### src/ddr2pe_pkg.sv
package ddr2pe_pkg;

    // ddr side
    localparam int DDR_W       = 64;
    localparam int DDR_ADDR_W  = 32;
    localparam int BURST_W     = 4;
    localparam int BURST_LEN   = 4;
    localparam int BEAT_BYTES  = 8;
    localparam int BURST_BYTES = BURST_LEN * BEAT_BYTES;

    // pe array and its buffers
    localparam int PE_NUM     = 32;
    localparam int PE_IDX_W   = 5;
    localparam int BUF_DEPTH  = 256;
    localparam int BUF_ADDR_W = $clog2(BUF_DEPTH);
    localparam int IDX_W      = 16;

    // instruction word
    localparam int INST_W = 64;

    localparam int OP_W     = 4;
    localparam int BUF_ID_W = 6;
    localparam int BURSTS_W = 8;
    // holds up to 255 bursts of BURST_LEN beats
    localparam int BEATS_W  = 10;

    localparam int OP_LSB       = 60;
    localparam int BUF_ID_LSB   = 54;
    localparam int PE_LSB       = 49;
    localparam int BURSTS_LSB   = 41;
    // bit 40 reserved
    localparam int BUF_ADDR_LSB = 32;
    localparam int ADDR_LSB     = 0;

    typedef enum logic [OP_W-1:0] {
        OP_NOP       = 4'd0,
        OP_LOAD_DBUF = 4'd1,
        OP_LOAD_IBUF = 4'd2
    } ins_op_t;

    typedef enum logic [1:0] {
        ST_IDLE,
        ST_BUSY,
        ST_WAIT
    } loader_state_t;

endpackage

### src/ins_decode.sv
`timescale 1ns/1ps

module ins_decode
    import ddr2pe_pkg::*;
(
    input  logic                  clk,
    input  logic                  rst,
    input  logic                  ins_valid,
    input  logic [INST_W-1:0]     ins,
    output logic                  ins_ready,
    input  logic                  rx_done_pulse,
    output logic                  gen_start,
    output logic [DDR_ADDR_W-1:0] gen_addr,
    output logic [BURSTS_W-1:0]   gen_bursts,
    output logic                  wr_start,
    output ins_op_t               wr_op,
    output logic [PE_IDX_W-1:0]   wr_pe,
    output logic [BUF_ADDR_W-1:0] wr_base,
    output logic [BUF_ID_W-1:0]   wr_buf_id,
    output logic [BEATS_W-1:0]    wr_beats
);

    loader_state_t state;

    ins_op_t               ins_op;
    logic [BUF_ID_W-1:0]   ins_buf_id;
    logic [PE_IDX_W-1:0]   ins_pe;
    logic [BURSTS_W-1:0]   ins_bursts;
    logic [BUF_ADDR_W-1:0] ins_base;
    logic [DDR_ADDR_W-1:0] ins_addr;
    logic [BEATS_W-1:0]    ins_beats;
    logic                  accept;
    logic                  is_load;

    // field slicing
    assign ins_op     = ins_op_t'(ins[OP_LSB +: OP_W]);
    assign ins_buf_id = ins[BUF_ID_LSB +: BUF_ID_W];
    assign ins_pe     = ins[PE_LSB +: PE_IDX_W];
    assign ins_bursts = ins[BURSTS_LSB +: BURSTS_W];
    assign ins_base   = ins[BUF_ADDR_LSB +: BUF_ADDR_W];
    assign ins_addr   = ins[ADDR_LSB +: DDR_ADDR_W];
    assign ins_beats  = BEATS_W'(ins_bursts) * BEATS_W'(BURST_LEN);

    assign ins_ready = (state == ST_IDLE);
    assign accept    = ins_valid && ins_ready;

    // nop, unknown opcodes and empty loads are dropped
    assign is_load = ((ins_op == OP_LOAD_DBUF) || (ins_op == OP_LOAD_IBUF))
                     && (ins_bursts != '0);

    always_ff @(posedge clk) begin
        if (rst) begin
            state     <= ST_IDLE;
            gen_start <= 1'b0;
            wr_start  <= 1'b0;
        end else begin
            gen_start <= 1'b0;
            wr_start  <= 1'b0;
            case (state)
                ST_IDLE: begin
                    if (accept && is_load) begin
                        state     <= ST_BUSY;
                        gen_start <= 1'b1;
                        wr_start  <= 1'b1;
                    end else if (accept) begin
                        state <= ST_WAIT;
                    end
                end
                ST_BUSY: begin
                    if (rx_done_pulse) begin
                        state <= ST_IDLE;
                    end
                end
                ST_WAIT: begin
                    state <= ST_IDLE;
                end
                default: begin
                    state <= ST_IDLE;
                end
            endcase
        end
    end

    always_ff @(posedge clk) begin
        if (accept) begin
            gen_addr   <= ins_addr;
            gen_bursts <= ins_bursts;
            wr_op      <= ins_op;
            wr_pe      <= ins_pe;
            wr_base    <= ins_base;
            wr_buf_id  <= ins_buf_id;
            wr_beats   <= ins_beats;
        end
    end

    // both starts fire together, and only right after an accepted instruction
    a_start_after_accept: assert property (@(posedge clk) disable iff (rst)
        (gen_start || wr_start) |-> ($past(accept) && (gen_start == wr_start)));

endmodule

### src/ddr_addr_gen.sv
`timescale 1ns/1ps

module ddr_addr_gen
    import ddr2pe_pkg::*;
(
    input  logic                  clk,
    input  logic                  rst,
    input  logic                  gen_start,
    input  logic [DDR_ADDR_W-1:0] gen_addr,
    input  logic [BURSTS_W-1:0]   gen_bursts,
    output logic [DDR_ADDR_W-1:0] ddr1_addr,
    output logic [BURST_W-1:0]    ddr1_size,
    output logic                  ddr1_addr_valid,
    input  logic                  ddr1_addr_ready
);

    loader_state_t       state;
    logic [BURSTS_W-1:0] bursts_left;
    logic                addr_fire;

    assign ddr1_addr_valid = (state == ST_BUSY);
    assign ddr1_size       = BURST_W'(BURST_LEN);
    assign addr_fire       = ddr1_addr_valid && ddr1_addr_ready;

    always_ff @(posedge clk) begin
        if (rst) begin
            state       <= ST_IDLE;
            bursts_left <= '0;
        end else begin
            case (state)
                ST_IDLE: begin
                    if (gen_start && (gen_bursts != '0)) begin
                        state       <= ST_BUSY;
                        bursts_left <= gen_bursts;
                    end
                end
                ST_BUSY: begin
                    if (addr_fire) begin
                        bursts_left <= bursts_left - 1'b1;
                        // last burst taken
                        if (bursts_left == BURSTS_W'(1)) begin
                            state <= ST_IDLE;
                        end
                    end
                end
                default: begin
                    state <= ST_IDLE;
                end
            endcase
        end
    end

    // burst address walks forward one burst per accepted request
    always_ff @(posedge clk) begin
        if (gen_start) begin
            ddr1_addr <= gen_addr;
        end else if (addr_fire) begin
            ddr1_addr <= ddr1_addr + DDR_ADDR_W'(BURST_BYTES);
        end
    end

    a_addr_hold: assert property (@(posedge clk) disable iff (rst)
        (ddr1_addr_valid && !ddr1_addr_ready) |=>
            (ddr1_addr_valid && $stable(ddr1_addr) && $stable(ddr1_size)));

endmodule

### src/buf_writer.sv
`timescale 1ns/1ps

module buf_writer
    import ddr2pe_pkg::*;
(
    input  logic                  clk,
    input  logic                  rst,
    input  logic                  wr_start,
    input  ins_op_t               wr_op,
    input  logic [PE_IDX_W-1:0]   wr_pe,
    input  logic [BUF_ADDR_W-1:0] wr_base,
    input  logic [BUF_ID_W-1:0]   wr_buf_id,
    input  logic [BEATS_W-1:0]    wr_beats,
    input  logic [DDR_W-1:0]      ddr1_data,
    input  logic                  ddr1_valid,
    output logic                  ddr1_ready,
    output logic [BUF_ADDR_W-1:0] dbuf_wr_addr,
    output logic [DDR_W-1:0]      dbuf_wr_data,
    output logic [PE_NUM-1:0]     dbuf_wr_en,
    output logic [BUF_ADDR_W-1:0] idx_wr_addr,
    output logic [2*IDX_W-1:0]    idx_wr_data,
    output logic [PE_NUM-1:0]     idx_wr_en,
    output logic                  rx_done_pulse,
    output logic [BUF_ID_W-1:0]   rx_done_buf_id,
    output ins_op_t               rx_done_opcode
);

    loader_state_t         state;
    logic [BEATS_W-1:0]    beats_left;
    logic [BUF_ADDR_W-1:0] buf_addr;
    ins_op_t               op_q;
    logic [PE_IDX_W-1:0]   pe_q;
    logic [BUF_ID_W-1:0]   buf_id_q;
    logic [PE_NUM-1:0]     pe_onehot;
    logic                  beat;
    logic                  last_beat;

    assign ddr1_ready = (state == ST_BUSY);
    assign beat       = ddr1_valid && ddr1_ready;
    assign last_beat  = beat && (beats_left == BEATS_W'(1));
    assign pe_onehot  = PE_NUM'(1) << pe_q;

    // done info is held from the start of the load
    assign rx_done_buf_id = buf_id_q;
    assign rx_done_opcode = op_q;

    always_ff @(posedge clk) begin
        if (rst) begin
            state         <= ST_IDLE;
            beats_left    <= '0;
            dbuf_wr_en    <= '0;
            idx_wr_en     <= '0;
            rx_done_pulse <= 1'b0;
        end else begin
            dbuf_wr_en    <= '0;
            idx_wr_en     <= '0;
            rx_done_pulse <= 1'b0;
            if (state == ST_IDLE && wr_start) begin
                state      <= ST_BUSY;
                beats_left <= wr_beats;
            end else if (beat) begin
                beats_left <= beats_left - 1'b1;
                if (op_q == OP_LOAD_DBUF) begin
                    dbuf_wr_en <= pe_onehot;
                end else begin
                    idx_wr_en <= pe_onehot;
                end
                // done goes out with the last write
                if (last_beat) begin
                    state         <= ST_IDLE;
                    rx_done_pulse <= 1'b1;
                end
            end
        end
    end

    // instruction info and write payload
    always_ff @(posedge clk) begin
        if (wr_start) begin
            op_q     <= wr_op;
            pe_q     <= wr_pe;
            buf_id_q <= wr_buf_id;
            buf_addr <= wr_base;
        end else if (beat) begin
            buf_addr <= buf_addr + 1'b1;
        end
        if (beat) begin
            dbuf_wr_addr <= buf_addr;
            dbuf_wr_data <= ddr1_data;
            idx_wr_addr  <= buf_addr;
            // two 16-bit indices per word
            idx_wr_data  <= ddr1_data[2*IDX_W-1:0];
        end
    end

    a_one_buffer: assert property (@(posedge clk) disable iff (rst)
        !((|dbuf_wr_en) && (|idx_wr_en)));

    a_one_pe: assert property (@(posedge clk) disable iff (rst)
        $onehot0(dbuf_wr_en) && $onehot0(idx_wr_en));

endmodule

### src/ddr2pe.sv
`timescale 1ns/1ps

module ddr2pe
    import ddr2pe_pkg::*;
(
    input  logic                  clk,
    input  logic                  rst,
    input  logic                  ins_valid,
    output logic                  ins_ready,
    input  logic [INST_W-1:0]     ins,
    output logic                  rx_done_pulse,
    output logic [BUF_ID_W-1:0]   rx_done_buf_id,
    output ins_op_t               rx_done_opcode,
    input  logic [DDR_W-1:0]      ddr1_data,
    input  logic                  ddr1_valid,
    output logic                  ddr1_ready,
    output logic [DDR_ADDR_W-1:0] ddr1_addr,
    output logic [BURST_W-1:0]    ddr1_size,
    output logic                  ddr1_addr_valid,
    input  logic                  ddr1_addr_ready,
    output logic [BUF_ADDR_W-1:0] dbuf_wr_addr,
    output logic [DDR_W-1:0]      dbuf_wr_data,
    output logic [PE_NUM-1:0]     dbuf_wr_en,
    output logic [BUF_ADDR_W-1:0] idx_wr_addr,
    output logic [2*IDX_W-1:0]    idx_wr_data,
    output logic [PE_NUM-1:0]     idx_wr_en
);

    // decode to address generator
    logic                  gen_start;
    logic [DDR_ADDR_W-1:0] gen_addr;
    logic [BURSTS_W-1:0]   gen_bursts;

    // decode to buffer writer
    logic                  wr_start;
    ins_op_t               wr_op;
    logic [PE_IDX_W-1:0]   wr_pe;
    logic [BUF_ADDR_W-1:0] wr_base;
    logic [BUF_ID_W-1:0]   wr_buf_id;
    logic [BEATS_W-1:0]    wr_beats;

    // all wires carry the port names of the submodules
    ins_decode u_ins_decode (.*);

    ddr_addr_gen u_ddr_addr_gen (.*);

    buf_writer u_buf_writer (.*);

endmodule

### config.mk
export PLATFORM = sky130hd
export DESIGN_NAME = ddr2pe
export DESIGN_NICKNAME = d
export VERILOG_FILES = /design/src/ddr2pe_pkg.sv /design/src/ins_decode.sv /design/src/ddr_addr_gen.sv /design/src/buf_writer.sv /design/src/ddr2pe.sv
export SDC_FILE = /design/constraint.sdc
export NUM_CORES = 1
export LEC_CHECK = 0
export ABC_AREA = 1
export BUFFER_PORTS_ARGS = -buffer_cell sky130_fd_sc_hd__buf_2
export CORE_UTILIZATION = 25
export CTS_CLUSTER_SIZE = 16
export DETAILED_ROUTE_END_ITERATION = 6
export PLACE_DENSITY = 0.51
export SETUP_SLACK_MARGIN = 0.2
export SYNTH_ARGS = -nofsm -noshare
export SYNTH_HDL_FRONTEND = slang
export SYNTH_SLANG_ARGS = --single-unit
### constraint.sdc
create_clock -name clk -period 2.9 [get_ports clk]
set_clock_uncertainty 0.2 [all_clocks]
set_input_delay 0.29 -clock clk [delete_from_list [all_inputs] [get_ports clk]]
set_output_delay 0.29 -clock clk [all_outputs]
set_load 0.02 [all_outputs]
==> reports/results.tsv, run 1 <==
metric	value	unit
outcome	finished, final reports clean	
nets	1537	
WL final	31300	µm
Final HPWL DP	22600	µm
hold path depth	0	
final hold vios	0	
pwr dens	594	nW/µm²
Leak Pwr	0.00628	µW
Mean Syn Cell Area	11.3	µm²
Final Max Slew Viols	0	
Initial DRT Pass Iterations	5	
crit-path max cell delay	0.57	ns
Reg clk slew, reported paths	0.06	ns
crit-path cells	dlygate4sd3_1 -> buf_2 -> nand2_2 -> clkinvlp_4 -> buf_12	
clk buf depth	3	
met3 Resource Use GR	0.0389	
commonest cells after routing, fill and taps aside	353 x buf_2, 190 x edfxtp_1, 180 x nand2_1	
Req. time, crit path	2.98	ns
Crit Path Category	input port to flip-flop	
grt total ovfl	0	
CTS buffer count	34	
postcts setup bufs	0	
GRT Total Usage	0.142	
1st-iter DRT viols	459	
Die Height	208	µm
family with the most delay on the worst path	buffers and inverters	
Post-Synth XOR/XNOR Area	0.00908	
CTS H-tree depth	2	
Synth Area in Adders	0.00708	
Worst Setup Start Kind	input port	
Critical path buffers and inverters	4	
period utilisation layout	0.724	
port bufs	353	
YS warnings	0	
critical path's slowest cell	clkinvlp_4	
proportion of layout cells with a drive suffix above 1	0.309	
Ports	359	
ys flop type	edfxtp_1	
Cell Rows	75	
CTS tree	done	
synthesis-stage register bit count	278	
commonest non-fill, non-tap cell in the layout	buf_2	
number of global-route vias before repair	8205	
most used routing layer	met2	
Clock Sinks	278	
largest net degree at the start of global routing	61	
# DRC	0	
Final min period	2.10	ns
worst hold-check path type	flip-flop to flip-flop	
DIE AREA	43200	µm²
Max-slew headroom	0.578	
ant diodes	0	
grt met1 use	0.161	
first-pass GRT wire length	47100	µm
Max Fclk	476	MHz
Critical Path AT	2.18	ns
Wirelength per Cell	16.0	µm
vias per cell	4.22	
RSZ-0062 raised after global routing	no	
antenna violations before repair	0	
number of synthesized flops with an enable pin	190	
largest family of logic cells by synthesized area	simple AND/OR/NAND/NOR gates	
Final TNS setup	0	ns
DR vias	8278	
Layout area overhead	42.8	%
Die W	208	µm
Critical Path Fanout Max	21	
Core Region	41900	µm²
R2R cell count	4	
Clock Root Buffer	clkbuf_16	
met2 usage	0.254	
Final setup viols	0	
post-synthesis mux area share	0	
Initial Util	0.253	
post-synthesis simple-gate area fraction	0.171	
Crit path depth	5	
GP Congestion	0.849	
Skew-Pair Late Insertion Delay	0.53	ns
Mapped Area	10600	µm²
Final Util	0.362	
Synth Area in Compound Gates	0.0427	
Synth cell types	39	
register area share after synthesis	0.704	
Max VDD drop	0.374	mV
Synth Instances	935	
FFs w/ async S/R, synth	0	
Max Cap Violations	0	
DRT antenna net count	0	
Tightest Pin Transition	0.630	ns
Worst Setup End Kind	flip-flop	
Final Hold Slack	0.220	ns
-- metal layers --
metal  up-vias  share of wire
met5         -              0
met4         0          0.028
met3        50          0.066
met2       287           0.51
met1      3883           0.40
li1       4058              -
-- registers in the layout, indices dropped and copies added (netlist names), 2 cells and up --
register	count
u_buf_writer.buf_addr	8
u_ins_decode.gen_addr	32
u_buf_writer.rx_done_opcode	4
u_buf_writer.beats_left	10
u_buf_writer.dbuf_wr_data	64
u_ddr_addr_gen.ddr1_addr	32
u_buf_writer.dbuf_wr_en	32
u_ins_decode.wr_base	8
u_buf_writer.rx_done_buf_id	6
u_ins_decode.wr_beats	8
u_ins_decode.wr_pe	5
u_ins_decode.state	2
u_buf_writer.idx_wr_addr	8
u_buf_writer.pe_q	5
u_ins_decode.wr_op	4
u_buf_writer.idx_wr_en	32
u_ins_decode.wr_buf_id	6
u_ddr_addr_gen.bursts_left	8
-- report_power, final --
| part | internal, µW | switching [µW] |
|---|---|---|
| combinational | 247 | 237 |
| clock | 2400 | 1710 |
| sequential | 4340 | 50.8 |
| total | 6990 | 2000 |
-- Yosys cell counts (all sizes together) (4+ instances only) --
master | number | area share
o21ai | 41 | 0.019
nand2 | 185 | 0.067
dfxtp | 88 | 0.17
a21oi | 23 | 0.011
nand3b | 4 | 0.0028
nand3 | 44 | 0.021
clkbuf | 10 | 0.0035
buf | 62 | 0.040
edfxtp | 190 | 0.54
ha | 6 | 0.0071
nor3 | 13 | 0.0072
inv | 61 | 0.022
a31oi | 6 | 0.0035
o31ai | 4 | 0.0028
nand4 | 26 | 0.015
xor2 | 8 | 0.0066
nor2 | 142 | 0.053
-- through the flow --
stage	instance area [µm²]	instances	total power, µW	setup slack, ns
after floorplan	10600	937	4650	0.280
after global placement	12700	1770	4820	0.812
after detailed placement	12700	1770	4830	0.789
after CTS	15100	1961	9150	0.821
after global routing	15100	1961	9350	0.700
final	15100	1961	8990	0.799
-- final timing paths --
kind	slack (ns)	endpoint	from
max	0.80	u_buf_writer.dbuf_wr_data[60]$_DFFE_PP_	ddr1_valid
min	0.22	u_buf_writer.rx_done_opcode[1]$_DFFE_PP_	u_ins_decode.wr_op[1]$_DFFE_PP_
max reg2reg	0.85	u_buf_writer.dbuf_wr_en[31]$_SDFF_PP0_	u_buf_writer.pe_q[2]$_DFFE_PP_
min reg2reg	0.22	u_buf_writer.rx_done_opcode[1]$_DFFE_PP_	u_ins_decode.wr_op[1]$_DFFE_PP_
-- what timing repair did --
item / 4_1_cts / 5_1_grt
gates resized for setup: 0 / 0
hold buffers: 131 / 0
endpoints found under the hold margin: 142 / 0
-- area by class of cell --
cell class / instances / area (µm²)
multi-input combinational: 525 / 2450
sequential: 278 / 7470
fill: 4208 / 26700
inverter: 62 / 236
clock buffer: 43 / 927
clock inverter: 17 / 163
tap: 539 / 674
timing repair buffer: 497 / 3230
-- cells by family after synthesis --
kind of cell | after synthesis
AND/OR/NAND/NOR | 421
buffers and inverters | 134
AO/OA/AOI/OAI | 83
adder cells (fa/ha/maj) | 6
XOR/XNOR | 11
other | 2
flip-flops | 278
Note: power is estimated with default switching activity, not from simulation.
==> run 2, diff against run 1 <==
Clock period 2.9 ns to 2.14 ns, I/O delays scaled along.
==> run 2 against run 1 <==
Non-clock buffer count rose by 11. Hold slack got worse by 0.15 ns. Clock-buffer cell count fell by 4. Register-to-register slack got worse by 0.53 ns. Critical endpoint is now u_ddr_addr_gen.ddr1_addr[21]$_DFFE_PN_.
==> reports/results.tsv, run 2 (synthesized netlist as in run 1, its figures left out) <==
metric	value	unit
outcome	finished, final reports clean	
CTS H-tree depth	2	
Skew-Pair Late Insertion Delay	0.54	ns
Core Region	41900	µm²
hold path depth	4	
max reg flops	64	
clk buf depth	3	
commonest cells after routing, fill and taps aside	353 x buf_2, 190 x edfxtp_1, 175 x nand2_1	
Final TNS setup	0	ns
pwr dens	811	nW/µm²
Die Height	208	µm
# DRC	0	
most used routing layer	met2	
CTS tree	done	
Reg clk slew, reported paths	0.06	ns
Critical Path Fanout Max	6	
Die W	208	µm
Initial DRT Pass Iterations	5	
Layout area overhead	44.6	%
Tightest Pin Transition	0.594	ns
critical path's slowest cell	edfxtp_1	
Final setup viols	0	
DRT antenna net count	0	
crit-path cells	ha_4 -> nand2_1 -> nor2_4 -> nand2_2 -> nor2_2 -> xnor2_1 -> o21ai_1	
period utilisation layout	0.851	
DR vias	8278	
WL final	29800	µm
Clock Root Buffer	clkbuf_16	
Crit Path Category	flip-flop to flip-flop	
CTS buffer count	34	
final hold vios	0	
met2 usage	0.236	
RSZ-0062 raised after global routing	yes	
DIE AREA	43200	µm²
worst hold start	ddr1_addr_ready	
commonest non-fill, non-tap cell in the layout	buf_2	
fill cell instance count of the final layout	4154	
Max-slew headroom	0.603	
Cell Rows	75	
grt met1 use	0.161	
port bufs	353	
proportion of layout cells with a drive suffix above 1	0.324	
GP Congestion	0.861	
number of global-route vias before repair	8303	
Post-Layout Cell Count	1974	
first-pass GRT wire length	46100	µm
Initial Util	0.253	
dpl cells	1776	
Req. time, crit path	2.22	ns
Final Max Slew Viols	0	
largest net degree at the start of global routing	52	
Clock Sinks	278	
Worst Setup Start Kind	flip-flop	
GRT Total Usage	0.137	
Worst Setup End Kind	flip-flop	
met3 Resource Use GR	0.0394	
worst hold-check path type	input port to flip-flop	
Ports	359	
grt total ovfl	0	
nets	1548	
antenna violations before repair	1	
largest reg by FF count	u_buf_writer.dbuf_wr_data	
Max Cap Violations	0	
vias per cell	4.19	
Max Fclk	549	MHz
crit-path max cell delay	0.44	ns
Endpoint, Worst Hold	u_ddr_addr_gen.bursts_left[6]$_SDFFE_PP0P_	
flop2flop setup slack	0.32	ns
Leak Pwr	0.00637	µW
worst reg2reg path startpoint	u_ddr_addr_gen.ddr1_addr[5]$_DFFE_PN_	
FF-to-FF End	u_ddr_addr_gen.ddr1_addr[21]$_DFFE_PN_	
Wirelength per Cell	15.1	µm
1st-iter DRT viols	416	
area post-placement	12800	µm²
R2R cell count	7	
Final min period	1.82	ns
Final HPWL DP	21500	µm
Final Instance Area	15300	µm²
Final Power	12400	µW
Max VDD drop	0.485	mV
Critical Path AT	1.90	ns
-- run 2: layer usage --
layer	vias up	wire, µm
met5	-	0
met4	0	722
met3	50	2120
met2	294	14600
met1	3852	12400
li1	4082	-
-- run 2: worst max-delay path, delay by kind of cell (launching register included) --
kind	cells	cell delay, ns
and+or+nand+nor	4	0.52
DFF	1	0.44
adders and majority gates	1	0.21
xor gates and xnor gates	1	0.12
AOI/OAI and AO/OA	1	0.07
-- run 2: timing repair --
action / 4_1_cts / 5_1_grt
resized for setup: 1 / 6
buffers inserted: 0 / 6
hold buffers: 130 / 0
endpoints found under the hold margin: 142 / 0
endpoints found under the setup margin: 1 / 16
-- run 2: worst max-delay path by stage --
stage | cells past startpoint | from | to
finish | 7 | u_ddr_addr_gen.ddr1_addr[5]$_DFFE_PN_ | u_ddr_addr_gen.ddr1_addr[21]$_DFFE_PN_
global route | 9 | u_ddr_addr_gen.ddr1_addr[13]$_DFFE_PN_ | u_ddr_addr_gen.ddr1_addr[30]$_DFFE_PN_
CTS | 7 | u_ddr_addr_gen.ddr1_addr[6]$_DFFE_PN_ | u_ddr_addr_gen.ddr1_addr[21]$_DFFE_PN_
detailed placement | 7 | u_ddr_addr_gen.ddr1_addr[6]$_DFFE_PN_ | u_ddr_addr_gen.ddr1_addr[21]$_DFFE_PN_
global placement | 7 | u_ddr_addr_gen.ddr1_addr[6]$_DFFE_PN_ | u_ddr_addr_gen.ddr1_addr[21]$_DFFE_PN_
floorplan | 2 | u_buf_writer.state[0]$_SDFFE_PP0P_ | u_buf_writer.dbuf_wr_data[0]$_DFFE_PP_
-- run 2: power breakdown --
group          leakage [µW]  switching, µW  total, µW  internal [µW]
clock              0.000550           2310       5810           3500
sequential          0.00247           68.3       5950           5880
combinational       0.00334            325        672            347
-- run 2: final cells by class --
type / instances / area, µm² / area share
Sequential cell: 278 / 7470 / 0.488
Timing Repair Buffer: 508 / 3310 / 0.216
Multi-Input combinational cell: 525 / 2500 / 0.163
Clock buffer: 39 / 890 / 0.0580
Tap cell: 539 / 674 / 0.0440
Clock inverter: 22 / 243 / 0.0158
Inverter: 62 / 240 / 0.0157
Antenna cell: 1 / 2.50 / 0.000163
-- run 2: through the flow --
| stage | utilization | setup slack (ns) | hold WS [ns] |
|---|---|---|---|
| global placement | 0.306 | 0.242 | 0.192 |
| floorplan | - | 0.000261 | 0.113 |
| detailed placement | 0.306 | 0.209 | 0.192 |
| finish | 0.366 | 0.319 | 0.0735 |
| global route | 0.366 | 0.196 | 0.138 |
| CTS | 0.365 | 0.265 | 0.0456 |
==> run 3, diff against run 2 <==
Settings changed: RECOVER_POWER set to 50.
==> run 3 against run 2 <==
Utilization down 0.43 points. Routed wire length up 0.49%. Die area unchanged. Critical path depth down 3. Sequential power about the same. Via count up 0.14%. First-iteration DRC count down 8.4%. Combinational power down 3%. Clock-buffer cell count unchanged.
==> reports/results.tsv, run 3 (synthesized netlist as in run 1, its figures left out) <==
metric	value	unit
Endpoint, Worst Hold	u_ddr_addr_gen.bursts_left[6]$_SDFFE_PP0P_	
Leak Pwr	0.00596	µW
GP Congestion	0.861	
area post-placement	12800	µm²
CTS buffer count	34	
grt total ovfl	0	
DRT antenna net count	0	
FF-to-FF End	u_ins_decode.gen_addr[13]$_DFFE_PP_	
vias per cell	4.20	
Critical Path AT	1.81	ns
RSZ-0062 raised after global routing	yes	
Die Height	208	µm
commonest cells after routing, fill and taps aside	250 x buf_2, 190 x edfxtp_1, 176 x nand2_1	
nets	1548	
DIE AREA	43200	µm²
Layout area overhead	42.9	%
number of global-route vias before repair	8303	
Final HPWL DP	21500	µm
Reg clk slew, reported paths	0.06	ns
Max-slew headroom	0.414	
R2R cell count	4	
Clock Root Buffer	clkbuf_16	
hold path depth	4	
Final TNS setup	0	ns
CTS H-tree depth	2	
Crit path depth	4	
commonest non-fill, non-tap cell in the layout	buf_2	
Skew-Pair Late Insertion Delay	0.54	ns
Ports	359	
Cell Rows	75	
first-pass GRT wire length	46100	µm
Max Fclk	538	MHz
clk buf depth	3	
worst hold start	ddr1_addr_ready	
Critical path buffers and inverters	2	
Final min period	1.86	ns
crit-path max cell delay	0.67	ns
Core Region	41900	µm²
GRT Total Usage	0.137	
Final Util	0.362	
largest reg by FF count	u_buf_writer.dbuf_wr_data	
Tightest Pin Transition	0.879	ns
port bufs	353	
Final setup viols	0	
Max Cap Violations	0	
Final Instance Area	15200	µm²
crit-path cells	nor2_4 -> nand2_1 -> clkinvlp_2 -> clkbuf_2	
pwr dens	820	nW/µm²
Wirelength per Cell	15.2	µm
final hold vios	0	
largest net degree at the start of global routing	52	
proportion of layout cells with a drive suffix above 1	0.249	
Crit Path Category	flip-flop to flip-flop	
outcome	finished, final reports clean	
Req. time, crit path	2.09	ns
Initial Util	0.253	
period utilisation layout	0.869	
DR vias	8290	
antenna violations before repair	1	
fill cell instance count of the final layout	4224	
WL final	30000	µm
Worst Setup Start Kind	flip-flop	
worst hold-check path type	input port to flip-flop	
Final Max Slew Viols	0	
1st-iter DRT viols	381	
flop2flop setup slack	0.28	ns
critical path's slowest cell	clkbuf_2	
worst reg2reg path startpoint	u_ins_decode.state[1]$_SDFFE_PP0P_	
Max VDD drop	0.486	mV
CTS tree	done	
Worst Setup End Kind	flip-flop	
# DRC	0	
family with the most delay on the worst path	buffers and inverters	
Die W	208	µm
Clock Sinks	278	
Critical Path Fanout Max	31	
Initial DRT Pass Iterations	5	
max reg flops	64	
## run 3: routing by layer
metal / up-vias / wire [µm] / global-route usage
met4: 0 / 706 / 0.0478
met5: - / 0 / 0
li1: 4081 / - / -
met1: 3857 / 12400 / 0.161
met3: 48 / 2190 / 0.0394
met2: 304 / 14700 / 0.236
## run 3: what timing repair did
action                                 4_1_cts  5_1_grt
setup endpoints to repair                    1       16
setup buffers                                0        6
hold buffers                               130        0
endpoints found under the hold margin      142        0
gates resized for setup                      1        6
## run 3: area by class of cell
cell class	count	area (µm²)	share of cell area
Sequential cell	278	7470	0.493
Timing Repair Buffer	508	3140	0.207
Multi-Input combinational cell	525	2500	0.165
Clock buffer	39	890	0.0587
Tap cell	539	674	0.0445
Clock inverter	22	243	0.0160
Inverter	62	235	0.0155
Antenna cell	1	2.50	0.000165
## run 3: through the flow
| stage | worst slack [ns] | std cells | total power [µW] | hold WS (ns) |
|---|---|---|---|---|
| final | 0.280 | 1974 | 12400 | 0.0741 |
| after floorplan | 0.000261 | 937 | 6300 | 0.113 |
| after global routing | 0.153 | 1973 | 12900 | 0.138 |
| after CTS | 0.265 | 1967 | 12600 | 0.0456 |
| after global placement | 0.242 | 1776 | 6540 | 0.192 |
| after detailed placement | 0.209 | 1776 | 6550 | 0.192 |
## run 3: power breakdown
| group | internal (µW) | total, µW | switching [µW] |
|---|---|---|---|
| Sequential | 5890 | 5960 | 68.5 |
| Combinational | 330 | 652 | 322 |
| Clock | 3500 | 5820 | 2320 |
## run 3: worst reg2reg max path: cells and delay by family (launching register included)
| family | cells | cell delay (ns) |
|---|---|---|
| and+or+nand+nor | 2 | 0.18 |
| DFF | 1 | 0.33 |
| buffers and inverters | 2 | 0.75 |
## run 3: worst max path at each step
stage	slack (ns)	from	endpoint
after floorplan	0.0003	u_buf_writer.state[0]$_SDFFE_PP0P_	u_buf_writer.dbuf_wr_data[0]$_DFFE_PP_
after detailed placement	0.21	u_ddr_addr_gen.ddr1_addr[6]$_DFFE_PN_	u_ddr_addr_gen.ddr1_addr[21]$_DFFE_PN_
after global placement	0.24	u_ddr_addr_gen.ddr1_addr[6]$_DFFE_PN_	u_ddr_addr_gen.ddr1_addr[21]$_DFFE_PN_
after global routing	0.15	u_ins_decode.state[1]$_SDFFE_PP0P_	u_ins_decode.gen_addr[30]$_DFFE_PP_
after CTS	0.26	u_ddr_addr_gen.ddr1_addr[6]$_DFFE_PN_	u_ddr_addr_gen.ddr1_addr[21]$_DFFE_PN_
final	0.28	u_ins_decode.state[1]$_SDFFE_PP0P_	u_ins_decode.gen_addr[13]$_DFFE_PP_
